## config.mk

```make
export PLATFORM = sky130hd
export DESIGN_NAME = rename_top
export DESIGN_NICKNAME = d
export VERILOG_FILES = /design/src/rename_pkg.sv /design/src/rat_if.sv /design/src/inst_decoder.sv /design/src/inst_queue.sv /design/src/free_list.sv /design/src/rat.sv /design/src/dispatcher.sv /design/src/rename_top.sv
export VERILOG_INCLUDE_DIRS = /design/src
export SDC_FILE = /design/constraint.sdc
export NUM_CORES = 1
export LEC_CHECK = 0
export CAP_MARGIN = 20
export CORE_ASPECT_RATIO = 1.5
export CORE_MARGIN = 1.5
export CORE_UTILIZATION = 50
export CTS_BUF_LIST = sky130_fd_sc_hd__clkbuf_16
export CTS_CLUSTER_DIAMETER = 150
export CTS_CLUSTER_SIZE = 10
export DETAILED_ROUTE_END_ITERATION = 12
export DONT_BUFFER_PORTS = 1
export PLACE_DENSITY = 0.73
export SETUP_SLACK_MARGIN = 0.5
export SLEW_MARGIN = 20
export SYNTH_ARGS = -nofsm -noshare
export SYNTH_HDL_FRONTEND = slang
export SYNTH_SLANG_ARGS = --single-unit
export TNS_END_PERCENT = 30
```

## constraint.sdc

```tcl
create_clock -name clk -period 4.6 [get_ports clk]
set_clock_uncertainty 0.05 [all_clocks]
set_input_delay 0.46 -clock clk [delete_from_list [all_inputs] [get_ports clk]]
set_output_delay 0.46 -clock clk [all_outputs]
set_load 0.01 [all_outputs]
```

## src/rename_defines.svh

```systemverilog
// Rename front sizes
`ifndef RENAME_DEFINES_SVH
`define RENAME_DEFINES_SVH

// Architectural register count of RV32I
`define ARCH_REGS 32

// Physical registers, twice the architectural set
`define PHYS_REGS 64

// Decoded instruction queue entries
`define IQ_DEPTH 4

// ROB ids handed out round robin
`define ROB_DEPTH 8

`endif

```

## src/rename_pkg.sv

```systemverilog
// Rename front types
`include "rename_defines.svh"

package rename_pkg;

    // Architectural register index
    typedef logic [$clog2(`ARCH_REGS)-1:0] arch_reg_t;

    // Physical register index
    typedef logic [$clog2(`PHYS_REGS)-1:0] phys_reg_t;

    // Tag of an instruction in the ROB
    typedef logic [$clog2(`ROB_DEPTH)-1:0] rob_id_t;

    // Decoded instruction as held in the queue
    typedef struct packed {
        logic [31:0] pc;
        arch_reg_t   rs1;
        arch_reg_t   rs2;
        arch_reg_t   rd;
        logic        use_rs1;
        logic        use_rs2;
        // Only set for a write to a nonzero rd
        logic        has_rd;
        logic        is_store;
    } inst_info_t;

endpackage : rename_pkg

```

## src/rat_if.sv

```systemverilog
// Alias table lookup bus
`timescale 1ns/1ps

interface rat_if
    import rename_pkg::*;
();

    // Lookup and update requests from the dispatcher
    arch_reg_t rs1;
    arch_reg_t rs2;
    arch_reg_t rd;
    phys_reg_t new_prd;
    logic      write;

    // Current mappings, combinational from the table
    phys_reg_t prs1;
    phys_reg_t prs2;
    phys_reg_t old_prd;

    modport dispatch (
        output rs1, rs2, rd, new_prd, write,
        input  prs1, prs2, old_prd
    );

    // Alias table side
    modport tbl (
        input  rs1, rs2, rd, new_prd, write,
        output prs1, prs2, old_prd
    );

endinterface : rat_if

```

## src/inst_decoder.sv

```systemverilog
// RV32I register field decoder
`timescale 1ns/1ps

module inst_decoder
    import rename_pkg::*;
(
    input  logic [31:0] word,
    input  logic [31:0] pc,
    output inst_info_t  info
);

    // Base opcodes of RV32I
    localparam logic [6:0] OPC_LUI    = 7'b0110111;
    localparam logic [6:0] OPC_AUIPC  = 7'b0010111;
    localparam logic [6:0] OPC_JAL    = 7'b1101111;
    localparam logic [6:0] OPC_JALR   = 7'b1100111;
    localparam logic [6:0] OPC_BRANCH = 7'b1100011;
    localparam logic [6:0] OPC_LOAD   = 7'b0000011;
    localparam logic [6:0] OPC_STORE  = 7'b0100011;
    localparam logic [6:0] OPC_OP_IMM = 7'b0010011;
    localparam logic [6:0] OPC_OP     = 7'b0110011;

    logic [6:0] opcode;
    // Class writes a destination, before the x0 check
    logic       rd_write;

    assign opcode = word[6:0];

    always_comb begin
        info         = '0;
        info.pc      = pc;
        // Field positions are fixed across formats
        info.rs1     = word[19:15];
        info.rs2     = word[24:20];
        info.rd      = word[11:7];
        rd_write     = 1'b0;
        case (opcode)
            OPC_LUI, OPC_AUIPC, OPC_JAL: begin
                rd_write = 1'b1;
            end
            OPC_JALR, OPC_LOAD, OPC_OP_IMM: begin
                info.use_rs1 = 1'b1;
                rd_write     = 1'b1;
            end
            OPC_OP: begin
                info.use_rs1 = 1'b1;
                info.use_rs2 = 1'b1;
                rd_write     = 1'b1;
            end
            OPC_BRANCH: begin
                info.use_rs1 = 1'b1;
                info.use_rs2 = 1'b1;
            end
            OPC_STORE: begin
                info.use_rs1  = 1'b1;
                info.use_rs2  = 1'b1;
                info.is_store = 1'b1;
            end
            // Unknown opcode touches no registers
            default: ;
        endcase
        // Writes to x0 need no new mapping
        info.has_rd = rd_write && (word[11:7] != 5'd0);
    end

endmodule : inst_decoder

```

## src/inst_queue.sv

```systemverilog
// Decoded instruction queue
`timescale 1ns/1ps
`include "rename_defines.svh"

module inst_queue
    import rename_pkg::*;
(
    input  logic       clk,
    input  logic       rst,
    input  logic       push,
    input  inst_info_t push_data,
    output logic       full,
    input  logic       pop,
    output logic       empty,
    output inst_info_t head
);

    localparam int PTR_W = $clog2(`IQ_DEPTH);
    localparam int CNT_W = $clog2(`IQ_DEPTH + 1);

    inst_info_t       entries [`IQ_DEPTH];
    logic [PTR_W-1:0] rd_ptr;
    logic [PTR_W-1:0] wr_ptr;
    logic [CNT_W-1:0] count;
    logic             push_ok;
    logic             pop_ok;

    assign full    = (count == CNT_W'(`IQ_DEPTH));
    assign empty   = (count == '0);
    // Push while full is dropped
    assign push_ok = push && !full;
    assign pop_ok  = pop && !empty;
    // Show-ahead head
    assign head    = entries[rd_ptr];

    always_ff @(posedge clk) begin
        if (push_ok) begin
            entries[wr_ptr] <= push_data;
        end
    end

    always_ff @(posedge clk) begin
        if (rst) begin
            rd_ptr <= '0;
            wr_ptr <= '0;
            count  <= '0;
        end else begin
            if (push_ok) begin
                wr_ptr <= (wr_ptr == PTR_W'(`IQ_DEPTH - 1)) ? '0 : wr_ptr + 1'b1;
            end
            if (pop_ok) begin
                rd_ptr <= (rd_ptr == PTR_W'(`IQ_DEPTH - 1)) ? '0 : rd_ptr + 1'b1;
            end
            // Simultaneous push and pop keep the count
            if (push_ok && !pop_ok) begin
                count <= count + 1'b1;
            end else if (pop_ok && !push_ok) begin
                count <= count - 1'b1;
            end
        end
    end

endmodule : inst_queue

```

## src/free_list.sv

```systemverilog
// Physical register free list
`timescale 1ns/1ps
`include "rename_defines.svh"

module free_list
    import rename_pkg::*;
(
    input  logic      clk,
    input  logic      rst,
    input  logic      push,
    input  phys_reg_t push_reg,
    input  logic      pop,
    output logic      empty,
    output phys_reg_t head
);

    // Registers beyond the architectural set start out free
    localparam int FL_DEPTH = `PHYS_REGS - `ARCH_REGS;
    localparam int PTR_W    = $clog2(FL_DEPTH);
    localparam int CNT_W    = $clog2(FL_DEPTH + 1);

    phys_reg_t        regs [FL_DEPTH];
    logic [PTR_W-1:0] rd_ptr;
    logic [PTR_W-1:0] wr_ptr;
    logic [CNT_W-1:0] count;
    logic             push_ok;
    logic             pop_ok;

    assign empty   = (count == '0);
    assign pop_ok  = pop && !empty;
    // A full list still takes a push when popped in the same cycle
    assign push_ok = push && ((count != CNT_W'(FL_DEPTH)) || pop_ok);
    assign head    = regs[rd_ptr];

    always_ff @(posedge clk) begin
        if (rst) begin
            // Fill with ARCH_REGS up to PHYS_REGS-1 in order
            for (int i = 0; i < FL_DEPTH; i++) begin
                regs[i] <= phys_reg_t'(`ARCH_REGS + i);
            end
            rd_ptr <= '0;
            wr_ptr <= '0;
            count  <= CNT_W'(FL_DEPTH);
        end else begin
            if (push_ok) begin
                regs[wr_ptr] <= push_reg;
                wr_ptr       <= (wr_ptr == PTR_W'(FL_DEPTH - 1)) ? '0 : wr_ptr + 1'b1;
            end
            if (pop_ok) begin
                rd_ptr <= (rd_ptr == PTR_W'(FL_DEPTH - 1)) ? '0 : rd_ptr + 1'b1;
            end
            if (push_ok && !pop_ok) begin
                count <= count + 1'b1;
            end else if (pop_ok && !push_ok) begin
                count <= count - 1'b1;
            end
        end
    end

endmodule : free_list

```

## src/rat.sv

```systemverilog
// Register alias table
`timescale 1ns/1ps
`include "rename_defines.svh"

module rat
    import rename_pkg::*;
(
    input logic  clk,
    input logic  rst,
    rat_if.tbl   rat_bus
);

    // Current physical register of each architectural register
    phys_reg_t rename_map [`ARCH_REGS];

    always_ff @(posedge clk) begin
        if (rst) begin
            // Identity mapping out of reset
            for (int i = 0; i < `ARCH_REGS; i++) begin
                rename_map[i] <= phys_reg_t'(i);
            end
        end else if (rat_bus.write) begin
            rename_map[rat_bus.rd] <= rat_bus.new_prd;
        end
    end

    // Source lookups see the mapping before this cycle's update
    assign rat_bus.prs1    = rename_map[rat_bus.rs1];
    assign rat_bus.prs2    = rename_map[rat_bus.rs2];
    // Mapping being replaced, freed once the new one commits
    assign rat_bus.old_prd = rename_map[rat_bus.rd];

endmodule : rat

```

## src/dispatcher.sv

```systemverilog
// Rename and dispatch control
`timescale 1ns/1ps
`include "rename_defines.svh"

module dispatcher
    import rename_pkg::*;
(
    input  logic        clk,
    input  logic        rst,
    // Instruction queue head
    input  logic        iq_empty,
    input  inst_info_t  iq_head,
    output logic        iq_pop,
    // Free list head
    input  logic        fl_empty,
    input  phys_reg_t   fl_head,
    output logic        fl_pop,
    rat_if.dispatch     rat_bus,
    // Back-pressure from the rest of the core
    input  logic        rs_full,
    input  logic        rob_full,
    input  logic        store_commit,
    // Renamed instruction
    output logic        dispatch_valid,
    output logic [31:0] dispatch_pc,
    output rob_id_t     dispatch_rob_id,
    output arch_reg_t   dispatch_rd,
    output phys_reg_t   dispatch_prd,
    output phys_reg_t   dispatch_old_prd,
    output phys_reg_t   dispatch_prs1,
    output phys_reg_t   dispatch_prs2,
    output logic        dispatch_use_rs1,
    output logic        dispatch_use_rs2,
    output logic        dispatch_has_rd,
    output logic        dispatch_is_store
);

    // Store in flight, holds dispatch until it commits
    logic    store_active;
    rob_id_t rob_id;

    // Head needs a free register only when it writes rd
    assign iq_pop = !iq_empty && !rs_full && !rob_full && !store_active
                    && (!fl_empty || !iq_head.has_rd);
    assign fl_pop = iq_pop && iq_head.has_rd;

    // Lookups come straight from the queue head
    assign rat_bus.rs1     = iq_head.rs1;
    assign rat_bus.rs2     = iq_head.rs2;
    assign rat_bus.rd      = iq_head.rd;
    assign rat_bus.new_prd = fl_head;
    assign rat_bus.write   = fl_pop;

    always_ff @(posedge clk) begin
        if (rst) begin
            store_active <= 1'b0;
        end else if (iq_pop && iq_head.is_store) begin
            store_active <= 1'b1;
        end else if (store_commit) begin
            store_active <= 1'b0;
        end
    end

    always_ff @(posedge clk) begin
        if (rst) begin
            rob_id         <= '0;
            dispatch_valid <= 1'b0;
        end else begin
            dispatch_valid <= iq_pop;
            if (iq_pop) begin
                rob_id <= (rob_id == rob_id_t'(`ROB_DEPTH - 1)) ? '0 : rob_id + 1'b1;
            end
        end
    end

    // Renamed fields, valid only with dispatch_valid
    always_ff @(posedge clk) begin
        if (iq_pop) begin
            dispatch_pc       <= iq_head.pc;
            dispatch_rob_id   <= rob_id;
            dispatch_rd       <= iq_head.rd;
            dispatch_prs1     <= rat_bus.prs1;
            dispatch_prs2     <= rat_bus.prs2;
            dispatch_use_rs1  <= iq_head.use_rs1;
            dispatch_use_rs2  <= iq_head.use_rs2;
            dispatch_has_rd   <= iq_head.has_rd;
            dispatch_is_store <= iq_head.is_store;
            // No destination means nothing allocated and nothing to free
            dispatch_prd      <= iq_head.has_rd ? fl_head : '0;
            dispatch_old_prd  <= iq_head.has_rd ? rat_bus.old_prd : '0;
        end
    end

endmodule : dispatcher

```

## src/rename_top.sv

```systemverilog
// Rename and dispatch front
`timescale 1ns/1ps

module rename_top
    import rename_pkg::*;
(
    input  logic        clk,
    input  logic        rst,
    // Raw instruction input
    input  logic        in_valid,
    input  logic [31:0] in_word,
    input  logic [31:0] in_pc,
    output logic        in_ready,
    // Core status
    input  logic        rs_full,
    input  logic        rob_full,
    input  logic        store_commit,
    // Register returned at commit
    input  logic        free_valid,
    input  phys_reg_t   free_preg,
    // Renamed instruction
    output logic        dispatch_valid,
    output logic [31:0] dispatch_pc,
    output rob_id_t     dispatch_rob_id,
    output arch_reg_t   dispatch_rd,
    output phys_reg_t   dispatch_prd,
    output phys_reg_t   dispatch_old_prd,
    output phys_reg_t   dispatch_prs1,
    output phys_reg_t   dispatch_prs2,
    output logic        dispatch_use_rs1,
    output logic        dispatch_use_rs2,
    output logic        dispatch_has_rd,
    output logic        dispatch_is_store
);

    inst_info_t dec_info;
    inst_info_t iq_head;
    logic       iq_full;
    logic       iq_empty;
    logic       iq_pop;
    phys_reg_t  fl_head;
    logic       fl_empty;
    logic       fl_pop;

    rat_if rat_bus ();

    // Queue full is the only input back-pressure
    assign in_ready = !iq_full;

    inst_decoder inst_decoder_i (
        .word (in_word),
        .pc   (in_pc),
        .info (dec_info)
    );

    inst_queue inst_queue_i (
        .clk       (clk),
        .rst       (rst),
        .push      (in_valid),
        .push_data (dec_info),
        .full      (iq_full),
        .pop       (iq_pop),
        .empty     (iq_empty),
        .head      (iq_head)
    );

    free_list free_list_i (
        .clk      (clk),
        .rst      (rst),
        .push     (free_valid),
        .push_reg (free_preg),
        .pop      (fl_pop),
        .empty    (fl_empty),
        .head     (fl_head)
    );

    rat rat_i (
        .clk     (clk),
        .rst     (rst),
        .rat_bus (rat_bus.tbl)
    );

    dispatcher dispatcher_i (
        .clk               (clk),
        .rst               (rst),
        .iq_empty          (iq_empty),
        .iq_head           (iq_head),
        .iq_pop            (iq_pop),
        .fl_empty          (fl_empty),
        .fl_head           (fl_head),
        .fl_pop            (fl_pop),
        .rat_bus           (rat_bus.dispatch),
        .rs_full           (rs_full),
        .rob_full          (rob_full),
        .store_commit      (store_commit),
        .dispatch_valid    (dispatch_valid),
        .dispatch_pc       (dispatch_pc),
        .dispatch_rob_id   (dispatch_rob_id),
        .dispatch_rd       (dispatch_rd),
        .dispatch_prd      (dispatch_prd),
        .dispatch_old_prd  (dispatch_old_prd),
        .dispatch_prs1     (dispatch_prs1),
        .dispatch_prs2     (dispatch_prs2),
        .dispatch_use_rs1  (dispatch_use_rs1),
        .dispatch_use_rs2  (dispatch_use_rs2),
        .dispatch_has_rd   (dispatch_has_rd),
        .dispatch_is_store (dispatch_is_store)
    );

endmodule : rename_top

```

After elaboration in Yosys (flattened, before gate mapping)
Memory sizes are Yosys's and may differ from the RTL's. A register that Yosys moved wholly into a read port is not among the register bits.
Cells that the tools add are included.
Storage, ports and cells
  register bits: 78
  bits in writable memories: 588
  input bits: 77
  output and inout bits: 70
  logic and storage cells: 120
  memories kept: 3
Operators by class
  add/subtract/negate cells: 9
  equality and inequality tests: 16
  multiplexer cells: 35
  reductions and logical operators: 40
Memories
  inst_queue_i.entries: words 4, width 51, rd ports 1, clocked after memory_dff 1, write ports 1, RTL line inst_queue.sv:21  | inst_info_t entries [`IQ_DEPTH];
  free_list_i.regs: words 32, width 6, rd ports 1, clocked after memory_dff 1, write ports 32, RTL line free_list.sv:22  | phys_reg_t regs [FL_DEPTH];
  rat_i.rename_map: words 32, width 6, rd ports 3, clocked after memory_dff 3, write ports 32, RTL line rat.sv:14  | phys_reg_t rename_map [`ARCH_REGS];
Operator list (number)
  5-bit two-way mux: 6
  6-bit two-way mux: 4
  7-bit by 6-bit equality test with 1-bit output (second input constant): 3
  7-bit equality test (second input constant): 3
  1-bit two-way mux: 18
  6-bit OR reduction: 3
  1-bit logical AND: 15
  7-bit by 5-bit equality test with 1-bit output (second input constant): 2
  1-bit zero test: 12
  5-bit by 1-bit adder with 5-bit output (second input constant): 2
  5-bit equality test (second input constant): 2
  3-bit two-way mux: 3
  2-bit two-way mux: 4
  7-bit by 2-bit equality test with 1-bit output (second input constant): 1
  7-bit OR reduction: 1
  3-bit by 1-bit adder with 3-bit output (second input constant): 2
  6-bit by 1-bit adder with 6-bit output (second input constant): 1
  3-bit equality test (second input constant): 2
  6-bit zero test: 1
  6-bit != test (second input constant): 1
  2-bit nonzero test: 3
  6-bit by 1-bit subtractor with 6-bit output (second input constant): 1
  5-bit nonzero test: 1
  2-bit by 1-bit adder with 2-bit output (second input constant): 2
  5 further kinds: 7

Logic depth before layout (Yosys ltp)
  depth after elaboration: 15
  gate-level depth with buffers: 16
  mapped depth without buffers: 15

Modules after synthesis
Synthesis repeated with hierarchy kept, for this count alone.
Unflattened totals
  cell total of the unflattened synthesis: 2078
  area total of the unflattened synthesis: 33070.5 sq um
By module, submodules not included
  rat: times used 1, cells each 759, area an instance 12047.8 sq um, seq. area each 5765.5 sq um
  free_list: times used 1, cells each 812, area an instance 10187.3 sq um, seq. area each 6185.9 sq um
  inst_queue: times used 1, cells each 317, area an instance 7838.8 sq um, seq. area each 6306.0 sq um
  dispatcher: times used 1, cells each 129, area an instance 2539.9 sq um, seq. area each 2142.1 sq um
  inst_decoder: times used 1, cells each 60, area an instance 452.9 sq um, seq. area each 0.0 sq um
  rename_top: times used 1, cells each 1, area an instance 3.8 sq um, seq. area each 0.0 sq um

Worst setup path before layout
OpenSTA, ideal clock, no wires.
  kind: register to register
  start point: register (tool-made name)
  end point: register free_list_i.count[5]
  library setup time: 0.072 ns
  data arrival time: 3.331 ns
  required time: 4.478 ns
  path slack: 1.147 ns
  stages on the path, launching flop included: 17
  path buffers: 1
  clock period less this slack: 3.453 ns
  path through: dfxtp_1 buf_6 mux2i_1 mux2_4 inv_2 and3_1 o41ai_2 inv_1 ha_1 inv_1 ha_1 a21o_1 a21oi_1 o21bai_1 a21oi_1 mux2i_1 mux2i_1
RTL lines
  to (signal assigned): RTL line free_list.sv:43  | count <= CNT_W'(FL_DEPTH);
  to (signal assigned): RTL line free_list.sv:53  | count <= count + 1'b1;
  to (signal assigned): RTL line free_list.sv:55  | count <= count - 1'b1;
  to (decl): RTL line free_list.sv:25  | logic [CNT_W-1:0] count;

==> flow_summary_export.csv <==
group,metric,value,unit
final_layout,syn2layout_area_growth,11.05,%
run_status,status,"completed",
worst_setup_path,end_kind,"register",
drt,avgViaCountPerCell,6.288,
timing,drv_slew,0,
final_layout,fillers,5141,
hold_path,min_delay_path_depth,2,
clock_network,clk_pin_slew,0.06,ns
clock_network,cts_buffers,79,
hold_path,hold_path_class,"input pin to register",
flow_run,drv_cap,0,
drt,wl_met2,46.17,mm
timing,period_minus_slack,3.899,ns
clock_network,clockBufferDepth,3,
clock_network,clock-root-buffer,"clkbuf_16",
global_route,antenna_found_initial,2,
final_layout,drive_above_1_share,11.81,%
yosys,ys_ff_latch,691,
worst_setup_path,crit_path_start_kind,"register",
drt,wl_met3,6.086,mm
worst_setup_path,crit_fanout,108,
placed_design,detailed_place_hpwl,59.03,mm
power,power.net_switching,5.862,mW
clock_network,cts_sinks,691,
floorplanning,core,64470,um^2
yosys,async_flop_share,0,%
drt,wl_met1,31.09,mm
clock_network,cts_tree,"done",
global_route,grt_max_degree,109,
power,leakagePower,11.84,nW
timing,setup-tns-final,0,ns
power,power_frac_seq,43.4,%
power,swShare,32.68,%
clock_network,cts_resized,0,
drt,routed.top_layer,"met4",
yosys,syn-cell-area,32620,um^2
timing,maxClockFrequency,256.5,MHz
timing,worst_slew_pin_slew,1.170,ns
clock_network,hold_buffers,55,
drt,route.vias.total,22040,
yosys,ys_types,52,
floorplanning,io_pins,147,
yosys,ys_seq_area_share,62.55,%
timing,fin_ws,0.7010,ns
drt,drt_iter0_markers,2223,
power,ir_drop,0.0004474,V
yosys,synth_area_leaders,"edfxtp_1 (60%), mux4_2 (7.5%), nand2_1 (5.2%), nor2_1 (2.7%), mux2i_1 (2.7%)",
power,p_comb_share,24.9,%
floorplanning,die_area,66800,um^2
drt,routed_wl,89.91,mm
floorplanning,start_util,50.59,%
global_route,grt_pass1_wl,134.0,mm
timing,rsz0062_at_grt,"false",
power,intPower,12.08,mW
global_route,grt_usage,27.22,%
drt,drc,0,
floorplanning,die_w,211.5,um
clock_network,htree_levels,3,
yosys,synth_largest_area_cell,"edfxtp_1",
floorplanning,std_cell_rows,114,
worst_setup_path,rr_worst_depth,8,
clock_network,cts_setup_buffers,0,
power,p_clk_share,31.7,%
worst_setup_path,worstSetupPathType,"register to register",
timing,slew_headroom,21.71,%
worst_setup_path,worst_ep_required_time,4.92,ns
yosys,synthTopCellsByCount,"edfxtp_1 (656), nand2_1 (452), nor2_1 (237)",
global_route,grt_overflow,0,
power,finalPower,17.94,mW
placed_design,place_congestion,0.9793,
timing,finalSetupViolCount,0,
floorplanning,fp.dieH,315.8,um
placed_design,dpl_worst_slack,0.8451,ns
yosys,synth.avg_cell_area,12.54,um^2
timing,finalHoldViolCount,0,
yosys,synth_ff_type,"edfxtp_1",
yosys,synthMostInstantiatedCell,"edfxtp_1",
placed_design,port_buffers,0,
yosys,synth_top_area_share,60.40,%
drt,firstDrtPassIters,6,
yosys,synth_warnings,0,
drt,routedWlPerCell,25.65,um
yosys,syn_nets,2700,
final_layout,layout.nets,2685,
clock_network,clk_latency,0.67,ns
timing,period_share,84.76,%
power,powerDensity,495.4,nW/um^2
yosys,synth-edff-count,656,
worst_setup_path,critPathArrivalTime,4.22,ns
yosys,synth_cells,2601,
global_route,grt_pass1_vias,22100,
drt,drtAntennaViolNets,0,
==> through the flow <==
stage | instance area [um^2] | hold slack [ns] | cells | utilization, %
floorplan | 32620 | 0.3841 | 2601 | -
global placement | 33290 | 0.3937 | 3318 | 51.63
detailed placement | 33320 | 0.3982 | 3320 | 51.68
CTS | 36220 | 0.03863 | 3503 | 56.18
global route | 36220 | 0.07188 | 3505 | 56.18
finish | 36220 | 0.07378 | 3505 | 56.18
==> sequential cells by signal (all words and copies together), names as in the netlist, 2 cells and up, named ones only <==
name and flops:
dispatcher_i.dispatch_rob_id 3, inst_queue_i.entries 204, dispatcher_i.dispatch_prs2 6, rat_i.rename_map 192, free_list_i.rd_ptr 5, dispatcher_i.dispatch_prd 6
free_list_i.count 6, dispatcher_i.dispatch_rd 5, dispatcher_i.rob_id 3, free_list_i.regs 192, free_list_i.wr_ptr 5, inst_queue_i.wr_ptr 2
inst_queue_i.rd_ptr 2, dispatcher_i.dispatch_old_prd 6, dispatcher_i.dispatch_pc 32, dispatcher_i.dispatch_prs1 6, inst_queue_i.count 3
==> cell usage in the layout, fill, tap and decap left out, types with 17 or more instances in the layout <==
cell type        n
edfxtp_1       656
nand2_1        452
nor2_1         237
nand3_1        139
mux4_2         106
nor2b_1        102
a31oi_1         99
a211oi_1        96
mux2i_1         87
clkbuf_16       79
nand2b_1        60
inv_1           56
buf_4           56
dlygate4sd3_1   53
o22ai_1         48
nor3_1          39
dfxtp_1         31
or3_1           27
a32oi_1         24
a21oi_1         22
ha_1            20
or2_2           17
==> logic make-up (layout without fill, tap and decap cells) <==
kind of cell               count (synthesis)  after routing  synth area share [%]
adders and majority gates                 22             22                0.8900
xor gates and xnor gates                   6              6                0.1611
muxes                                    208            208                 10.80
AOI/OAI and AO/OA                        308            308                 6.495
buffers and inverters                    233            265                 3.188
other                                      0              2                     0
and+or+nand+nor                         1133           1133                 15.92
DFF                                      691            691                 62.55
==> worst max-delay path: stages, from the launching register on <==
cell,delay (ns)
dfxtp_2,0.48
buf_4,0.66
mux4_4,0.84
buf_12,0.34
nor2b_1,0.18
a211oi_1,0.07
a31oi_1,0.20
o22ai_1,0.15
nor4_1,0.50
==> routing by layer <==
metal / global-route usage, % / vias to the layer above
li1: - / 9644
met4: 18.99 / 0
met1: 30.22 / 10880
met5: 0 / -
met3: 4.380 / 321
met2: 47.73 / 1190
==> power groups by stage <==
stage	clock (mW)	combinational (mW)	sequential, mW
floorplan	0	3.10	7.77
global placement	0	4.23	7.89
detailed placement	0	4.31	7.91
CTS	5.75	4.39	7.79
global route	5.96	4.76	7.83
finish	5.68	4.47	7.79
==> worst paths after layout <==
kind,end,slack [ns],start
max,dispatcher_i.dispatch_prs1[3],0.70,register
min,inst_queue_i.entries[1][2],0.07,in_word[5]
max reg2reg,dispatcher_i.dispatch_prs1[3],0.70,register
min reg2reg,dispatcher_i.dispatch_rob_id[2],0.41,dispatcher_i.rob_id[2]
==> area by class of cell <==
cell class | count | area, um^2 | share of cell area, %
Antenna cell | 2 | 5.005 | 0.01382
Clock buffer | 79 | 1977 | 5.458
Clock inverter | 49 | 362.8 | 1.002
Inverter | 20 | 78.83 | 0.2176
Multi-Input combinational cell | 1677 | 11210 | 30.95
Sequential cell | 691 | 20410 | 56.35
Tap cell | 870 | 1089 | 3.005
Timing Repair Buffer | 117 | 1086 | 2.999
(Power assumes the default switching activity.)
